[src/common/mem_params.svh]
/*
 * widths, SRAM depth, timer address and requester tags
 * SRAM depth must be a power of two, addresses wrap modulo the depth
 * timer occupies exactly two words at MEM_RTC_ADDR and MEM_RTC_ADDR+4
 */
`ifndef MEM_PARAMS_SVH
`define MEM_PARAMS_SVH

`define MEM_ADDR_W 32
`define MEM_DATA_W 32
`define MEM_STRB_W (`MEM_DATA_W / 8)
`define MEM_ID_W 4

// word count of the SRAM
`define MEM_SRAM_WORDS 256

// low word of the real-time counter, high word follows at +4
`define MEM_RTC_ADDR 32'ha000_0048

// tags carried on ar_id / aw_id
`define MEM_ID_FETCH 4'h1
`define MEM_ID_DATA 4'h2

`endif

[src/common/mem_pkg.sv]
/*
 * shared types of the memory subsystem
 * response codes follow AXI, only single-beat sizes up to one word
 */
`default_nettype none

package mem_pkg;

	// AXI response codes
	typedef enum logic [1:0] {
		OKAY   = 2'b00,
		EXOKAY = 2'b01,
		SLVERR = 2'b10,
		DECERR = 2'b11
	} resp_t;

	// bytes per beat as log2, nothing wider than the data bus
	typedef enum logic [2:0] {
		SIZE_1B = 3'd0,
		SIZE_2B = 3'd1,
		SIZE_4B = 3'd2
	} size_t;

	// target of the granted transaction
	typedef enum logic {
		DEV_SRAM = 1'b0,
		DEV_RTC  = 1'b1
	} device_t;

	// arbiter FSM
	typedef enum logic [1:0] {
		IDLE      = 2'd0,
		BUSY_DATA = 2'd1, // load/store port owns the bus
		BUSY_INST = 2'd2  // fetch port owns the bus
	} arb_state_t;

endpackage

`default_nettype wire

[src/common/axi_lite_if.sv]
/*
 * single-beat AXI channel set, no bursts, no last
 * ids only tag the requester, they never route responses
 */
`default_nettype none
`include "mem_params.svh"

interface axi_lite_if import mem_pkg::*; ();

	// read address
	logic [`MEM_ADDR_W-1:0] ar_addr;
	logic [`MEM_ID_W-1:0]   ar_id;
	size_t                  ar_size;
	logic                   ar_valid;
	logic                   ar_ready;

	// read data
	logic [`MEM_DATA_W-1:0] r_data;
	resp_t                  r_resp;
	logic                   r_valid;
	logic                   r_ready;

	// write address
	logic [`MEM_ADDR_W-1:0] aw_addr;
	logic [`MEM_ID_W-1:0]   aw_id;
	size_t                  aw_size;
	logic                   aw_valid;
	logic                   aw_ready;

	// write data
	logic [`MEM_DATA_W-1:0] w_data;
	logic [`MEM_STRB_W-1:0] w_strb;
	logic                   w_valid;
	logic                   w_ready;

	// write response
	resp_t                  b_resp;
	logic                   b_valid;
	logic                   b_ready;

	modport manager (
		output ar_addr, ar_id, ar_size, ar_valid, input ar_ready,
		input r_data, r_resp, r_valid, output r_ready,
		output aw_addr, aw_id, aw_size, aw_valid, input aw_ready,
		output w_data, w_strb, w_valid, input w_ready,
		input b_resp, b_valid, output b_ready
	);

	modport subordinate (
		input ar_addr, ar_id, ar_size, ar_valid, output ar_ready,
		output r_data, r_resp, r_valid, input r_ready,
		input aw_addr, aw_id, aw_size, aw_valid, output aw_ready,
		input w_data, w_strb, w_valid, output w_ready,
		output b_resp, b_valid, input b_ready
	);

endinterface

`default_nettype wire

[src/hw/axi_arbiter/axi_arbiter.sv]
/*
 * one transaction in flight, priority write > data read > fetch
 * write is granted only when aw and w are presented together
 * device select is decoded at grant and held until the response handshake
 */
`default_nettype none
`include "mem_params.svh"

module axi_arbiter import mem_pkg::*; (
	input  wire                    clock,
	input  wire                    reset,

	// fetch read
	input  wire [`MEM_ADDR_W-1:0]  fetch_ar_addr_i,
	input  wire                    fetch_ar_valid_i,
	output logic                   fetch_ar_ready_o,
	output logic [`MEM_DATA_W-1:0] fetch_r_data_o,
	output resp_t                  fetch_r_resp_o,
	output logic                   fetch_r_valid_o,
	input  wire                    fetch_r_ready_i,

	// data read
	input  wire [`MEM_ADDR_W-1:0]  data_ar_addr_i,
	input  size_t                  data_ar_size_i,
	input  wire                    data_ar_valid_i,
	output logic                   data_ar_ready_o,
	output logic [`MEM_DATA_W-1:0] data_r_data_o,
	output resp_t                  data_r_resp_o,
	output logic                   data_r_valid_o,
	input  wire                    data_r_ready_i,

	// data write
	input  wire [`MEM_ADDR_W-1:0]  data_aw_addr_i,
	input  size_t                  data_aw_size_i,
	input  wire                    data_aw_valid_i,
	output logic                   data_aw_ready_o,
	input  wire [`MEM_DATA_W-1:0]  data_w_data_i,
	input  wire [`MEM_STRB_W-1:0]  data_w_strb_i,
	input  wire                    data_w_valid_i,
	output logic                   data_w_ready_o,
	output resp_t                  data_b_resp_o,
	output logic                   data_b_valid_o,
	input  wire                    data_b_ready_i,

	axi_lite_if.manager            bus_m,
	output device_t                device_o
);

	arb_state_t             state, state_next;
	device_t                device_q;
	logic                   idle, busy_data, busy_inst;
	logic                   sel_write, sel_data_rd, sel_fetch;
	logic                   wr_grant, rd_grant;
	logic [`MEM_ADDR_W-1:0] grant_addr;

	function automatic device_t decode_dev(input logic [`MEM_ADDR_W-1:0] addr);
		if (addr == `MEM_RTC_ADDR || addr == `MEM_RTC_ADDR + 32'd4) begin
			return DEV_RTC;
		end
		return DEV_SRAM;
	endfunction

	assign idle      = (state == IDLE);
	assign busy_data = (state == BUSY_DATA);
	assign busy_inst = (state == BUSY_INST);

	// winner picked from valids alone, ready only confirms the grant
	assign sel_write   = data_aw_valid_i & data_w_valid_i;
	assign sel_data_rd = ~sel_write & data_ar_valid_i;
	assign sel_fetch   = ~sel_write & ~data_ar_valid_i & fetch_ar_valid_i;

	assign grant_addr = sel_write ? data_aw_addr_i :
		sel_data_rd ? data_ar_addr_i : fetch_ar_addr_i;
	assign device_o = idle ? decode_dev(grant_addr) : device_q;

	// request side of the manager bus
	assign bus_m.ar_valid = idle & (sel_data_rd | sel_fetch);
	assign bus_m.ar_addr  = sel_data_rd ? data_ar_addr_i : fetch_ar_addr_i;
	assign bus_m.ar_size  = sel_data_rd ? data_ar_size_i : SIZE_4B; // fetch is always a word
	assign bus_m.ar_id    = sel_data_rd ? `MEM_ID_DATA : `MEM_ID_FETCH;

	assign bus_m.aw_valid = idle & sel_write;
	assign bus_m.aw_addr  = data_aw_addr_i;
	assign bus_m.aw_size  = data_aw_size_i;
	assign bus_m.aw_id    = `MEM_ID_DATA;
	assign bus_m.w_valid  = idle & sel_write;
	assign bus_m.w_data   = data_w_data_i;
	assign bus_m.w_strb   = data_w_strb_i;

	assign wr_grant = bus_m.aw_valid & bus_m.aw_ready & bus_m.w_ready;
	assign rd_grant = bus_m.ar_valid & bus_m.ar_ready;

	// ready goes back to the winner only
	assign data_aw_ready_o  = wr_grant;
	assign data_w_ready_o   = wr_grant;
	assign data_ar_ready_o  = rd_grant & sel_data_rd;
	assign fetch_ar_ready_o = rd_grant & sel_fetch;

	// responses, valids steered by owner
	assign data_r_valid_o  = busy_data & bus_m.r_valid;
	assign data_b_valid_o  = busy_data & bus_m.b_valid;
	assign fetch_r_valid_o = busy_inst & bus_m.r_valid;
	assign data_r_data_o   = bus_m.r_data;
	assign data_r_resp_o   = bus_m.r_resp;
	assign fetch_r_data_o  = bus_m.r_data;
	assign fetch_r_resp_o  = bus_m.r_resp;
	assign data_b_resp_o   = bus_m.b_resp;

	assign bus_m.r_ready = (busy_data & data_r_ready_i) | (busy_inst & fetch_r_ready_i);
	assign bus_m.b_ready = busy_data & data_b_ready_i;

	always_comb begin
		state_next = state;
		case (state)
			IDLE: begin
				if (wr_grant || (rd_grant && sel_data_rd)) begin
					state_next = BUSY_DATA;
				end else if (rd_grant && sel_fetch) begin
					state_next = BUSY_INST;
				end
			end
			BUSY_DATA: begin
				// either a read or a write is pending, never both
				if ((bus_m.r_valid && data_r_ready_i) || (bus_m.b_valid && data_b_ready_i)) begin
					state_next = IDLE;
				end
			end
			BUSY_INST: begin
				if (bus_m.r_valid && fetch_r_ready_i) begin
					state_next = IDLE;
				end
			end
			default: state_next = IDLE;
		endcase
	end

	always_ff @(posedge clock) begin
		if (reset) begin
			state    <= IDLE;
			device_q <= DEV_SRAM;
		end else begin
			state <= state_next;
			if (idle) begin
				device_q <= device_o; // latched every idle cycle, frozen once busy
			end
		end
	end

endmodule

`default_nettype wire

[src/flat_wrapper.sv]
// flat-port wrapper written by rule: the top's interface ports become plain ports
module axi_arbiter_flat import mem_pkg::*;
  (clock, reset, fetch_ar_addr_i, fetch_ar_valid_i, fetch_ar_ready_o, fetch_r_data_o, fetch_r_resp_o, fetch_r_valid_o, fetch_r_ready_i, data_ar_addr_i, data_ar_size_i, data_ar_valid_i, data_ar_ready_o, data_r_data_o, data_r_resp_o, data_r_valid_o, data_r_ready_i, data_aw_addr_i, data_aw_size_i, data_aw_valid_i, data_aw_ready_o, data_w_data_i, data_w_strb_i, data_w_valid_i, data_w_ready_o, data_b_resp_o, data_b_valid_o, data_b_ready_i, device_o, bus_m_ar_addr, bus_m_ar_id, bus_m_ar_size, bus_m_ar_valid, bus_m_ar_ready, bus_m_r_data, bus_m_r_resp, bus_m_r_valid, bus_m_r_ready, bus_m_aw_addr, bus_m_aw_id, bus_m_aw_size, bus_m_aw_valid, bus_m_aw_ready, bus_m_w_data, bus_m_w_strb, bus_m_w_valid, bus_m_w_ready, bus_m_b_resp, bus_m_b_valid, bus_m_b_ready);
  axi_lite_if bus_m_i ();
  input  wire clock;
  input  wire reset;
  input  wire [`MEM_ADDR_W-1:0] fetch_ar_addr_i;
  input  wire fetch_ar_valid_i;
  output logic fetch_ar_ready_o;
  output logic [`MEM_DATA_W-1:0] fetch_r_data_o;
  output resp_t fetch_r_resp_o;
  output logic fetch_r_valid_o;
  input  wire fetch_r_ready_i;
  input  wire [`MEM_ADDR_W-1:0] data_ar_addr_i;
  input  size_t data_ar_size_i;
  input  wire data_ar_valid_i;
  output logic data_ar_ready_o;
  output logic [`MEM_DATA_W-1:0] data_r_data_o;
  output resp_t data_r_resp_o;
  output logic data_r_valid_o;
  input  wire data_r_ready_i;
  input  wire [`MEM_ADDR_W-1:0] data_aw_addr_i;
  input  size_t data_aw_size_i;
  input  wire data_aw_valid_i;
  output logic data_aw_ready_o;
  input  wire [`MEM_DATA_W-1:0] data_w_data_i;
  input  wire [`MEM_STRB_W-1:0] data_w_strb_i;
  input  wire data_w_valid_i;
  output logic data_w_ready_o;
  output resp_t data_b_resp_o;
  output logic data_b_valid_o;
  input  wire data_b_ready_i;
  output device_t device_o;
  output wire logic [$bits(bus_m_i.ar_addr)-1:0] bus_m_ar_addr;
  output wire logic [$bits(bus_m_i.ar_id)-1:0] bus_m_ar_id;
  output wire logic [$bits(bus_m_i.ar_size)-1:0] bus_m_ar_size;
  output wire logic [$bits(bus_m_i.ar_valid)-1:0] bus_m_ar_valid;
  input wire logic [$bits(bus_m_i.ar_ready)-1:0] bus_m_ar_ready;
  input wire logic [$bits(bus_m_i.r_data)-1:0] bus_m_r_data;
  input wire logic [$bits(bus_m_i.r_resp)-1:0] bus_m_r_resp;
  input wire logic [$bits(bus_m_i.r_valid)-1:0] bus_m_r_valid;
  output wire logic [$bits(bus_m_i.r_ready)-1:0] bus_m_r_ready;
  output wire logic [$bits(bus_m_i.aw_addr)-1:0] bus_m_aw_addr;
  output wire logic [$bits(bus_m_i.aw_id)-1:0] bus_m_aw_id;
  output wire logic [$bits(bus_m_i.aw_size)-1:0] bus_m_aw_size;
  output wire logic [$bits(bus_m_i.aw_valid)-1:0] bus_m_aw_valid;
  input wire logic [$bits(bus_m_i.aw_ready)-1:0] bus_m_aw_ready;
  output wire logic [$bits(bus_m_i.w_data)-1:0] bus_m_w_data;
  output wire logic [$bits(bus_m_i.w_strb)-1:0] bus_m_w_strb;
  output wire logic [$bits(bus_m_i.w_valid)-1:0] bus_m_w_valid;
  input wire logic [$bits(bus_m_i.w_ready)-1:0] bus_m_w_ready;
  input wire logic [$bits(bus_m_i.b_resp)-1:0] bus_m_b_resp;
  input wire logic [$bits(bus_m_i.b_valid)-1:0] bus_m_b_valid;
  output wire logic [$bits(bus_m_i.b_ready)-1:0] bus_m_b_ready;
  assign bus_m_ar_addr = bus_m_i.ar_addr;
  assign bus_m_ar_id = bus_m_i.ar_id;
  assign bus_m_ar_size = bus_m_i.ar_size;
  assign bus_m_ar_valid = bus_m_i.ar_valid;
  assign bus_m_i.ar_ready = bus_m_ar_ready;
  assign bus_m_i.r_data = bus_m_r_data;
  assign bus_m_i.r_resp = bus_m_r_resp;
  assign bus_m_i.r_valid = bus_m_r_valid;
  assign bus_m_r_ready = bus_m_i.r_ready;
  assign bus_m_aw_addr = bus_m_i.aw_addr;
  assign bus_m_aw_id = bus_m_i.aw_id;
  assign bus_m_aw_size = bus_m_i.aw_size;
  assign bus_m_aw_valid = bus_m_i.aw_valid;
  assign bus_m_i.aw_ready = bus_m_aw_ready;
  assign bus_m_w_data = bus_m_i.w_data;
  assign bus_m_w_strb = bus_m_i.w_strb;
  assign bus_m_w_valid = bus_m_i.w_valid;
  assign bus_m_i.w_ready = bus_m_w_ready;
  assign bus_m_i.b_resp = bus_m_b_resp;
  assign bus_m_i.b_valid = bus_m_b_valid;
  assign bus_m_b_ready = bus_m_i.b_ready;
  axi_arbiter u_core (.clock(clock), .reset(reset), .fetch_ar_addr_i(fetch_ar_addr_i), .fetch_ar_valid_i(fetch_ar_valid_i), .fetch_ar_ready_o(fetch_ar_ready_o), .fetch_r_data_o(fetch_r_data_o), .fetch_r_resp_o(fetch_r_resp_o), .fetch_r_valid_o(fetch_r_valid_o), .fetch_r_ready_i(fetch_r_ready_i), .data_ar_addr_i(data_ar_addr_i), .data_ar_size_i(data_ar_size_i), .data_ar_valid_i(data_ar_valid_i), .data_ar_ready_o(data_ar_ready_o), .data_r_data_o(data_r_data_o), .data_r_resp_o(data_r_resp_o), .data_r_valid_o(data_r_valid_o), .data_r_ready_i(data_r_ready_i), .data_aw_addr_i(data_aw_addr_i), .data_aw_size_i(data_aw_size_i), .data_aw_valid_i(data_aw_valid_i), .data_aw_ready_o(data_aw_ready_o), .data_w_data_i(data_w_data_i), .data_w_strb_i(data_w_strb_i), .data_w_valid_i(data_w_valid_i), .data_w_ready_o(data_w_ready_o), .data_b_resp_o(data_b_resp_o), .data_b_valid_o(data_b_valid_o), .data_b_ready_i(data_b_ready_i), .bus_m(bus_m_i), .device_o(device_o));
endmodule
[config.mk]
export PLATFORM = sky130hd
export DESIGN_NAME = axi_arbiter_flat
export DESIGN_NICKNAME = d
export VERILOG_FILES = /design/src/common/mem_pkg.sv /design/src/common/axi_lite_if.sv /design/src/hw/axi_arbiter/axi_arbiter.sv /design/src/flat_wrapper.sv
export VERILOG_INCLUDE_DIRS = /design/src /design/src/common
export SDC_FILE = /design/constraint.sdc
export NUM_CORES = 1
export LEC_CHECK = 0
export BUFFER_PORTS_ARGS = -buffer_cell sky130_fd_sc_hd__buf_2
export CAP_MARGIN = 20
export CORE_AREA = 3 3 149 151
export CTS_CLUSTER_SIZE = 24
export DETAILED_ROUTE_END_ITERATION = 8
export DIE_AREA = 0 0 152 154
export SYNTH_ARGS = -nofsm -noshare
export SYNTH_HDL_FRONTEND = slang
export SYNTH_SLANG_ARGS = --single-unit
[constraint.sdc]
create_clock -name clock -period 1.1 [get_ports clock]
set_input_delay 0.11 -clock clock [delete_from_list [all_inputs] [get_ports clock]]
set_output_delay 0.11 -clock clock [all_outputs]
set_load 0.05 [all_outputs]
### Yosys cells after proc, flatten, opt, wreduce, memory -nomap -nowiden

Index checks and enable logic that the tools add are counted.

| word-level totals | value |
|---|---|
| word-level logic and storage cells | 53 |
| bits of input ports | 188 |
| bits in registers | 3 |
| output and inout bits | 197 |

| operators by class | value |
|---|---|
| bitwise logic cells | 21 |
| equal/unequal tests | 7 |
| reduce and logical (&&, ||, !) cells | 10 |
| mux-type cells | 13 |

Operator list:

| cell | count |
|---|---|
| == test 32 bit (second input constant) | 2 |
| 2-to-1 mux 32 bit | 2 |
| bitwise AND 1 bit | 17 |
| 2-to-1 mux 2 bit | 5 |
| one-hot mux 2 bit (3 select lines) | 1 |
| logical AND 1 bit | 5 |
| 2-to-1 mux 1 bit | 4 |
| inequality test 2 bit (second input constant) | 2 |
| logical OR 1 bit | 3 |
| 2-to-1 mux 3 bit | 1 |
| inequality test 3 bit (second input constant) | 1 |
| AND reduction 3 bit | 1 |
| == test 2 x 1 -> 1 bit (second input constant) | 1 |
| == test 2 bit (second input constant) | 1 |
| logical NOT 2 bit | 1 |
| inverter 1 bit | 2 |
| OR 1 bit | 2 |

### Longest topological paths before layout

Gate-level depths: netlist of the first run.

| logic depth | value |
|---|---|
| word-level depth | 11 |
| gate-level depth with buffers | 6 |
| depth with buffers taken out | 5 |

### Worst setup path after synthesis of the first run

Ideal clock, no wire load.

| timing path | value |
|---|---|
| path kind | reg2out |
| from | reg u_core.state[1] |
| to | out data_w_ready_o |
| data arrival time | 2.208 ns |
| slack | -1.218 ns |
| buffers on the path | 2 |
| cell stages (with the launch flop) | 5 |
| data required time | 0.990 ns |
| path through | dfxtp_1 > or2_1 > buf_6 > nor3_1 > buf_4 |

| between the ends | value |
|---|---|
| longest elaborated chain between the ends | 4 |

RTL lines:

| element | line | RTL |
|---|---|---|
| from (decl) | axi_arbiter.sv:49 | `arb_state_t state, state_next;` |
| from (signal assigned) | axi_arbiter.sv:142 | `state <= state_next;` |
| logical NOT 2 bit | axi_arbiter.sv:63 | `assign idle = (state == IDLE);` |
| bitwise AND 1 bit | axi_arbiter.sv:82 | `assign bus_m.aw_valid = idle & sel_write;` |
| bitwise AND 1 bit (2 in a row) | axi_arbiter.sv:90 | `assign wr_grant = bus_m.aw_valid & bus_m.aw_ready & bus_m.w_ready;` |
| to (decl) | flat_wrapper.sv:29 | `output logic data_w_ready_o;` |

No other way between the ends.

### Worst setup path after layout of the first run

| timing path | value |
|---|---|
| from | reg u_core.state[0] |
| to | out device_o |

| between the ends | value |
|---|---|
| longest elaborated chain between the ends | 2 |

RTL lines:

| element | line | RTL |
|---|---|---|
| logical NOT 2 bit | axi_arbiter.sv:63 |  |
| 2-to-1 mux 1 bit | axi_arbiter.sv:74 | `assign device_o = idle ? decode_dev(grant_addr) : device_q;` |
| to (decl) | flat_wrapper.sv:33 | `output device_t device_o;` |

No other way between the ends.

==> results.toml, run 1 <==
[grt]
via_count_of_the_first_global_routing_pass = 2774
grt_antenna_before_repair = 1
grt.total_usage_pct = 9.658
global_route_wire_length_before_repair_mm = 17.28
gr-total-overflow = 0
largest_net_degree_at_the_start_of_global_routing = 9

[clock_network]
ctsLongestPathBuffers = 2
clock-root-buffer = "sky130_fd_sc_hd__clkbuf_16"
hold_buffers = 0
cts-buffers-inserted = 3
later_pin_clock_latency_in_the_skew_report_ns = 0.22
numClockSinks = 3
htree_levels = 1
cts_tree = "yes"
clkTransAtPathRegs_ns = 0.03

[routing]
dr.first_iter.drc_count = 73
detailed_route_drc_error_count = 0
viasPerCell = 3.544
num_vias = 2552
wl_mm = 12.22
route.antenna.remaining_nets = 0
first_pass_iters = 4
post_drt_wl_per_cell_um = 16.98

[timing]
hold_viol_final = 0
final.period_utilization_pct = 152.5
finalSetupViolCount = 53
fmaxAchievable_mhz = 596.0
period_minus_slack_ns = 1.678
final_critical_path_setup_slack_ns = -0.5778
clock_skew_ns = 0.001453
final-max-slew-violation-count = 0
rsz0062_at_grt = "yes"

[critical_path]
cpLargestDelayFamily = "simple AND/OR/NAND/NOR gates"
total_buffers_and_inverters_traversed_by_the_critical_path = 3
timing.critical_path.slowest_stage_cell = "sky130_fd_sc_hd__dfxtp_2"
critPathArrivalTime_ns = 1.57
critical_path_peak_fanout = 3
worstPathCellList = "or2_4 -> buf_6 -> nand2_4 -> buf_4 -> nand2_2 -> o221ai_4 -> nor2_4 -> buf_12"
worst_r2r_endpoint = "u_core.device_q"
cp-end-kind = "output pin"
worstReg2RegStart = "u_core.state[0]"
class_of_the_most_critical_setup_path = "flip-flop to output pin"
r2r_slack_ns = -0.47
crit_required_ns = 0.99
setup.worst_path.start_class = "flip-flop"
r2r_cells = 10
max_stage_delay_ns = 0.31

[outcome]
violations = "setup timing"
run_status = "finished, violations left"

[synth]
avgSynthCellArea_um2 = 6.438
asyncSetResetFlopFracSynth_pct = 0
synth_cell_type_count = 41
synth.yosys.seq_area_share_pct = 2.776
post_synth_instance_area_um2 = 2163
synth_edf_count = 0
synth-seq-cells = 3
ys_warn_count = 0
synth_cells = 336
synth_ff_type = "sky130_fd_sc_hd__dfxtp_1"

[power]
maximum_vdd_drop_uv = 417.2
p_per_area_nw_per_um2 = 741.2
total_leakage_power_nw = 2.119
finalPower_mw = 3.244

[place]
dpl_cell_area_um2 = 2888
dpl_worst_slack_ns = -0.7601
post-dp-hpwl_mm = 9.335
numPortBuffers = 192
routability_driven_placement_congestion_ratio = 0.7585

[cells_and_area]
filler_cell_count = 2275
seqCellArea_um2 = 62.56
multi_input_logic_area_um2 = 1597
final_core_density_pct = 20.89
flow.area_growth_from_synthesis_pct = 102.3
drive_above_1_share_pct = 85.39
layout.cell_area.non_filler_um2 = 4377
diodes = 0
final_net_count = 634

[floorplan]
core-area_um2 = 20960
x_dimension_of_the_die_um = 152
die_area_um2 = 23410
chipHeight_um = 154
rows = 53
i_o_pins = 385
start_util_pct = 10.32

[min_path]
min_delay_worst_endpoint = "u_core.device_q"
timing.hold.worst.start = "reset"
hold-path-cell-count = 2
class_of_the_tightest_hold_or_removal_check = "input port to flip-flop"

[run]
cap_viol_max_count = 0
## layout make-up
class	instances	share of cell area (%)
clock buffers	4	1.801
inverters	2	0.6003
multi-input cells	176	36.48
flip-flops and latches	3	1.429
well taps	275	7.862
repair buffers	260	51.83
## layout by cell type, fill, tap and decap left out, types with 4 or more instances in the layout
cell type                 instances
sky130_fd_sc_hd__conb_1           6
sky130_fd_sc_hd__nand4_1          4
sky130_fd_sc_hd__buf_6           19
sky130_fd_sc_hd__and2_4           6
sky130_fd_sc_hd__buf_4           44
sky130_fd_sc_hd__buf_12          11
sky130_fd_sc_hd__nand2_2         15
sky130_fd_sc_hd__buf_2          135
sky130_fd_sc_hd__nand2_1         31
sky130_fd_sc_hd__nor4_1           6
sky130_fd_sc_hd__nand2_4         57
sky130_fd_sc_hd__nor4_4           4
sky130_fd_sc_hd__buf_8           46
sky130_fd_sc_hd__buf_16           5
## state kept, by name, indices dropped and copies added (netlist names)
| register | flops |
|---|---|
| u_core.device_q | 1 |
| u_core.state | 2 |
## Yosys cell counts (2+ instances only)
library cell,n,area share [%]
sky130_fd_sc_hd__nor4_1,12,3.5
sky130_fd_sc_hd__nor2_1,6,1.0
sky130_fd_sc_hd__nor3_1,3,0.69
sky130_fd_sc_hd__nand4_1,4,1.2
sky130_fd_sc_hd__o21ai_0,2,0.46
sky130_fd_sc_hd__conb_1,2,0.35
sky130_fd_sc_hd__dfxtp_1,3,2.8
sky130_fd_sc_hd__clkbuf_1,2,0.35
sky130_fd_sc_hd__nor4bb_1,3,1.4
sky130_fd_sc_hd__and2_1,7,2.0
sky130_fd_sc_hd__buf_2,2,0.46
sky130_fd_sc_hd__nor4b_1,4,1.6
sky130_fd_sc_hd__nand2_1,103,18
sky130_fd_sc_hd__a21oi_1,3,0.69
sky130_fd_sc_hd__buf_4,154,53
## per-layer routing
layer	vias to the layer above	global-route usage [%]	wire length, um
met5	-	0	13
met4	2	4.666	623
met3	64	3.293	1214
met2	171	16.07	5784
met1	1156	11.12	4587
li1	1159	-	-
## cells by family after synthesis
| group | share of synthesized area (%) |
|---|---|
| buffers and inverters | 55.12 |
| AND/OR/NAND/NOR | 34.88 |
| AO/OA/AOI/OAI | 6.362 |
| flip-flops | 2.776 |
| other | 0.3472 |
| multiplexers | 0.5205 |
## power breakdown
part	internal [mW]	switching, mW
combinational	1.06	1.49
sequential	0.114	0.00258
clock	0.478	0.0915
## how the worst max path moves through the flow
stage / startpoint / end / slack (ns) / cells after the start
2_1_floorplan: u_core.state[1] / u_core.state[0] / -0.62 / 6
3_3_place_gp: fetch_ar_addr_i[8] / device_o / -0.84 / 9
3_5_place_dp: data_ar_addr_i[8] / device_o / -0.76 / 9
4_1_cts: data_ar_addr_i[30] / device_o / -0.62 / 8
5_1_grt: u_core.state[0] / device_o / -0.63 / 7
6_report: u_core.state[0] / device_o / -0.58 / 8
## stage by stage
stage / hold WS [ns] / std cells / TNS [ns]
final: 0.09264 / 720 / -13.13
after global routing: 0.1000 / 720 / -15.49
after CTS: 0.09232 / 718 / -13.66
after detailed placement: 0.2203 / 702 / -16.68
after global placement: 0.2203 / 702 / -15.94
after floorplan: 0.1750 / 340 / -3.788
## what timing repair did
action	in CTS	in global routing
gates cloned	4	0
endpoints found under the setup margin	53	53
setup buffers	13	3
gates resized for setup	271	46
pin swaps	81	23
Note: power is estimated with default switching activity, not from simulation.
==> run 2, diff against run 1 <==
Settings changed: CELL_PAD_IN_SITES_DETAIL_PLACEMENT set to 1, CELL_PAD_IN_SITES_GLOBAL_PLACEMENT set to 2, CORE_AREA 3 3 149 151 to 3 3 152 154, CTS_CLUSTER_DIAMETER set to 50, DIE_AREA 0 0 152 154 to 0 0 155 157, PLACE_DENSITY_LB_ADDON set to 0.1.
==> run 2 against run 1 <==
  * The flow still finishes with violations (setup timing)
  * Wire length shrank 11%
  * Largest power group unchanged
  * Largest cell class unchanged
  * Combinational power shrank 3%
  * Critical endpoint unchanged
  * Register-to-register slack gained 0.14 ns
  * Flip-flop and latch count is the same
  * Clock-buffer cell count is the same
  * Highest routed layer is now met4
==> results.toml, run 2 (synthesis gave the netlist of run 1 again) <==
[outcome]
run_status = "finished, violations left"
violations = "setup timing"

[floorplan]
core-area_um2 = 21820
x_dimension_of_the_die_um = 155
start_util_pct = 9.913
rows = 54
i_o_pins = 385
chipHeight_um = 157
die_area_um2 = 24340

[routing]
num_vias = 2488
viasPerCell = 3.418
detailed_route_drc_error_count = 0
wl_mm = 10.86
first_pass_iters = 2
dr.first_iter.drc_count = 39
route.antenna.remaining_nets = 0
post_drt_wl_per_cell_um = 14.92

[grt]
grt_antenna_before_repair = 0
grt_use_met1_pct = 8.414
largest_net_degree_at_the_start_of_global_routing = 13
globalRoute.busiestLayer = "met2"
groute.layer.met2.usage_pct = 16.13
gr-total-overflow = 0
grt.total_usage_pct = 8.243
met3_usage_pct = 2.337
global_route_wire_length_before_repair_mm = 15.88
via_count_of_the_first_global_routing_pass = 2798

[power]
finalPower_mw = 3.189
total_leakage_power_nw = 2.098
maximum_vdd_drop_uv = 332.3
p_per_area_nw_per_um2 = 745.5

[clock_network]
htree_levels = 1
numClockSinks = 3
cts-buffers-inserted = 3
hold_buffers = 0
clock-root-buffer = "sky130_fd_sc_hd__clkbuf_16"
clkTransAtPathRegs_ns = 0.03
cts_tree = "yes"
later_pin_clock_latency_in_the_skew_report_ns = 0.22
ctsLongestPathBuffers = 2

[cells_and_area]
mostFrequentLayoutCells = "sky130_fd_sc_hd__buf_2, sky130_fd_sc_hd__nand2_4, sky130_fd_sc_hd__buf_4, sky130_fd_sc_hd__buf_8, sky130_fd_sc_hd__nand2_1"
drive_above_1_share_pct = 85.71
flow.area_growth_from_synthesis_pct = 97.74
largest_register_ff_count = 2
layout.cell_area.non_filler_um2 = 4278
multi_input_logic_area_um2 = 1564
final_common_cell = "sky130_fd_sc_hd__buf_2"
registers.top_by_ff_count = "u_core.state"
biggestRegsByFlops = "u_core.state x2, u_core.device_q x1"
diodes = 0
seqCellArea_um2 = 62.56
final_net_count = 637
filler_cell_count = 2605

[critical_path]
critPathArrivalTime_ns = 1.53
crit_required_ns = 0.99
r2r_cells = 6
setup.worst_path.start_class = "flip-flop"
class_of_the_most_critical_setup_path = "flip-flop to output pin"
r2r_slack_ns = -0.33
worst_r2r_endpoint = "u_core.state[1]"
cp-end-kind = "output pin"
critical_path_peak_fanout = 4
worstReg2RegStart = "u_core.state[1]"

[timing]
finalSetupViolCount = 52
final_critical_path_setup_slack_ns = -0.5386
clock_skew_ns = 0.001677
hold_viol_final = 0
final.period_utilization_pct = 149.0
fmaxAchievable_mhz = 610.3
rsz0062_at_grt = "yes"
period_minus_slack_ns = 1.639
final-max-slew-violation-count = 0

[place]
dpl_cell_area_um2 = 3024
routability_driven_placement_congestion_ratio = 0.7335
numPortBuffers = 192
post-dp-hpwl_mm = 9.454

[min_path]
class_of_the_tightest_hold_or_removal_check = "input port to flip-flop"
hold-path-cell-count = 2
min_delay_worst_endpoint = "u_core.state[0]"
timing.hold.worst.start = "reset"

[run]
cap_viol_max_count = 0
run 2: where the power goes:
group	switching, mW	internal [mW]	total (mW)
logic	1.45	1.04	2.49
clock network	0.0997	0.478	0.578
registers	0.00221	0.114	0.116
total	1.56	1.63	3.19
run 2: how the worst max path moves through the flow:
stage,start,to,slack (ns),cells past startpoint
after floorplan,u_core.state[1],u_core.state[0],-0.62,6
after global placement,data_ar_addr_i[8],device_o,-0.82,8
after detailed placement,data_ar_addr_i[8],device_o,-0.76,8
after CTS,u_core.state[0],device_o,-0.58,7
after global routing,u_core.state[1],device_o,-0.60,7
final,u_core.state[1],device_o,-0.54,7
run 2: routing by layer:
metal	routed length (um)	part of all wire (%)
met5	0	0
met4	295	2.7
met3	1000	9.2
met2	5923	55
met1	3645	34
run 2: cell type report:
type,count,share of cell area [%]
Clock buffer,4,1.843
Timing Repair Buffer,263,51.59
Tap cell,280,8.190
Inverter,2,0.3510
Multi-Input combinational cell,176,36.56
Sequential cell,3,1.462
run 2: repair_timing:
action	4_1_cts	5_1_grt
pin swaps	71	41
setup buffers	8	5
gates resized for setup	247	50
endpoints found under the setup margin	53	53
gates cloned	2	0
run 2: stage by stage:
step | cells | util [%] | worst slack, ns | TNS (ns) | hold WS, ns
floorplan | 340 | - | -0.6227 | -3.788 | 0.1750
global placement | 715 | 13.86 | -0.8159 | -21.09 | 0.2203
detailed placement | 715 | 13.86 | -0.7627 | -20.86 | 0.2203
CTS | 727 | 18.71 | -0.5781 | -12.40 | 0.1098
global route | 728 | 19.60 | -0.6033 | -12.68 | 0.1233
finish | 728 | 19.60 | -0.5386 | -9.653 | 0.1024
run 2: worst max-delay path: stages (launching register included):
cell and delay [ns]:
sky130_fd_sc_hd__dfxtp_2 0.31, sky130_fd_sc_hd__or2_4 0.28, sky130_fd_sc_hd__buf_12 0.15, sky130_fd_sc_hd__a21oi_4 0.11, sky130_fd_sc_hd__o211ai_2 0.13, sky130_fd_sc_hd__o221ai_2 0.11
sky130_fd_sc_hd__nor2_4 0.07, sky130_fd_sc_hd__buf_12 0.15
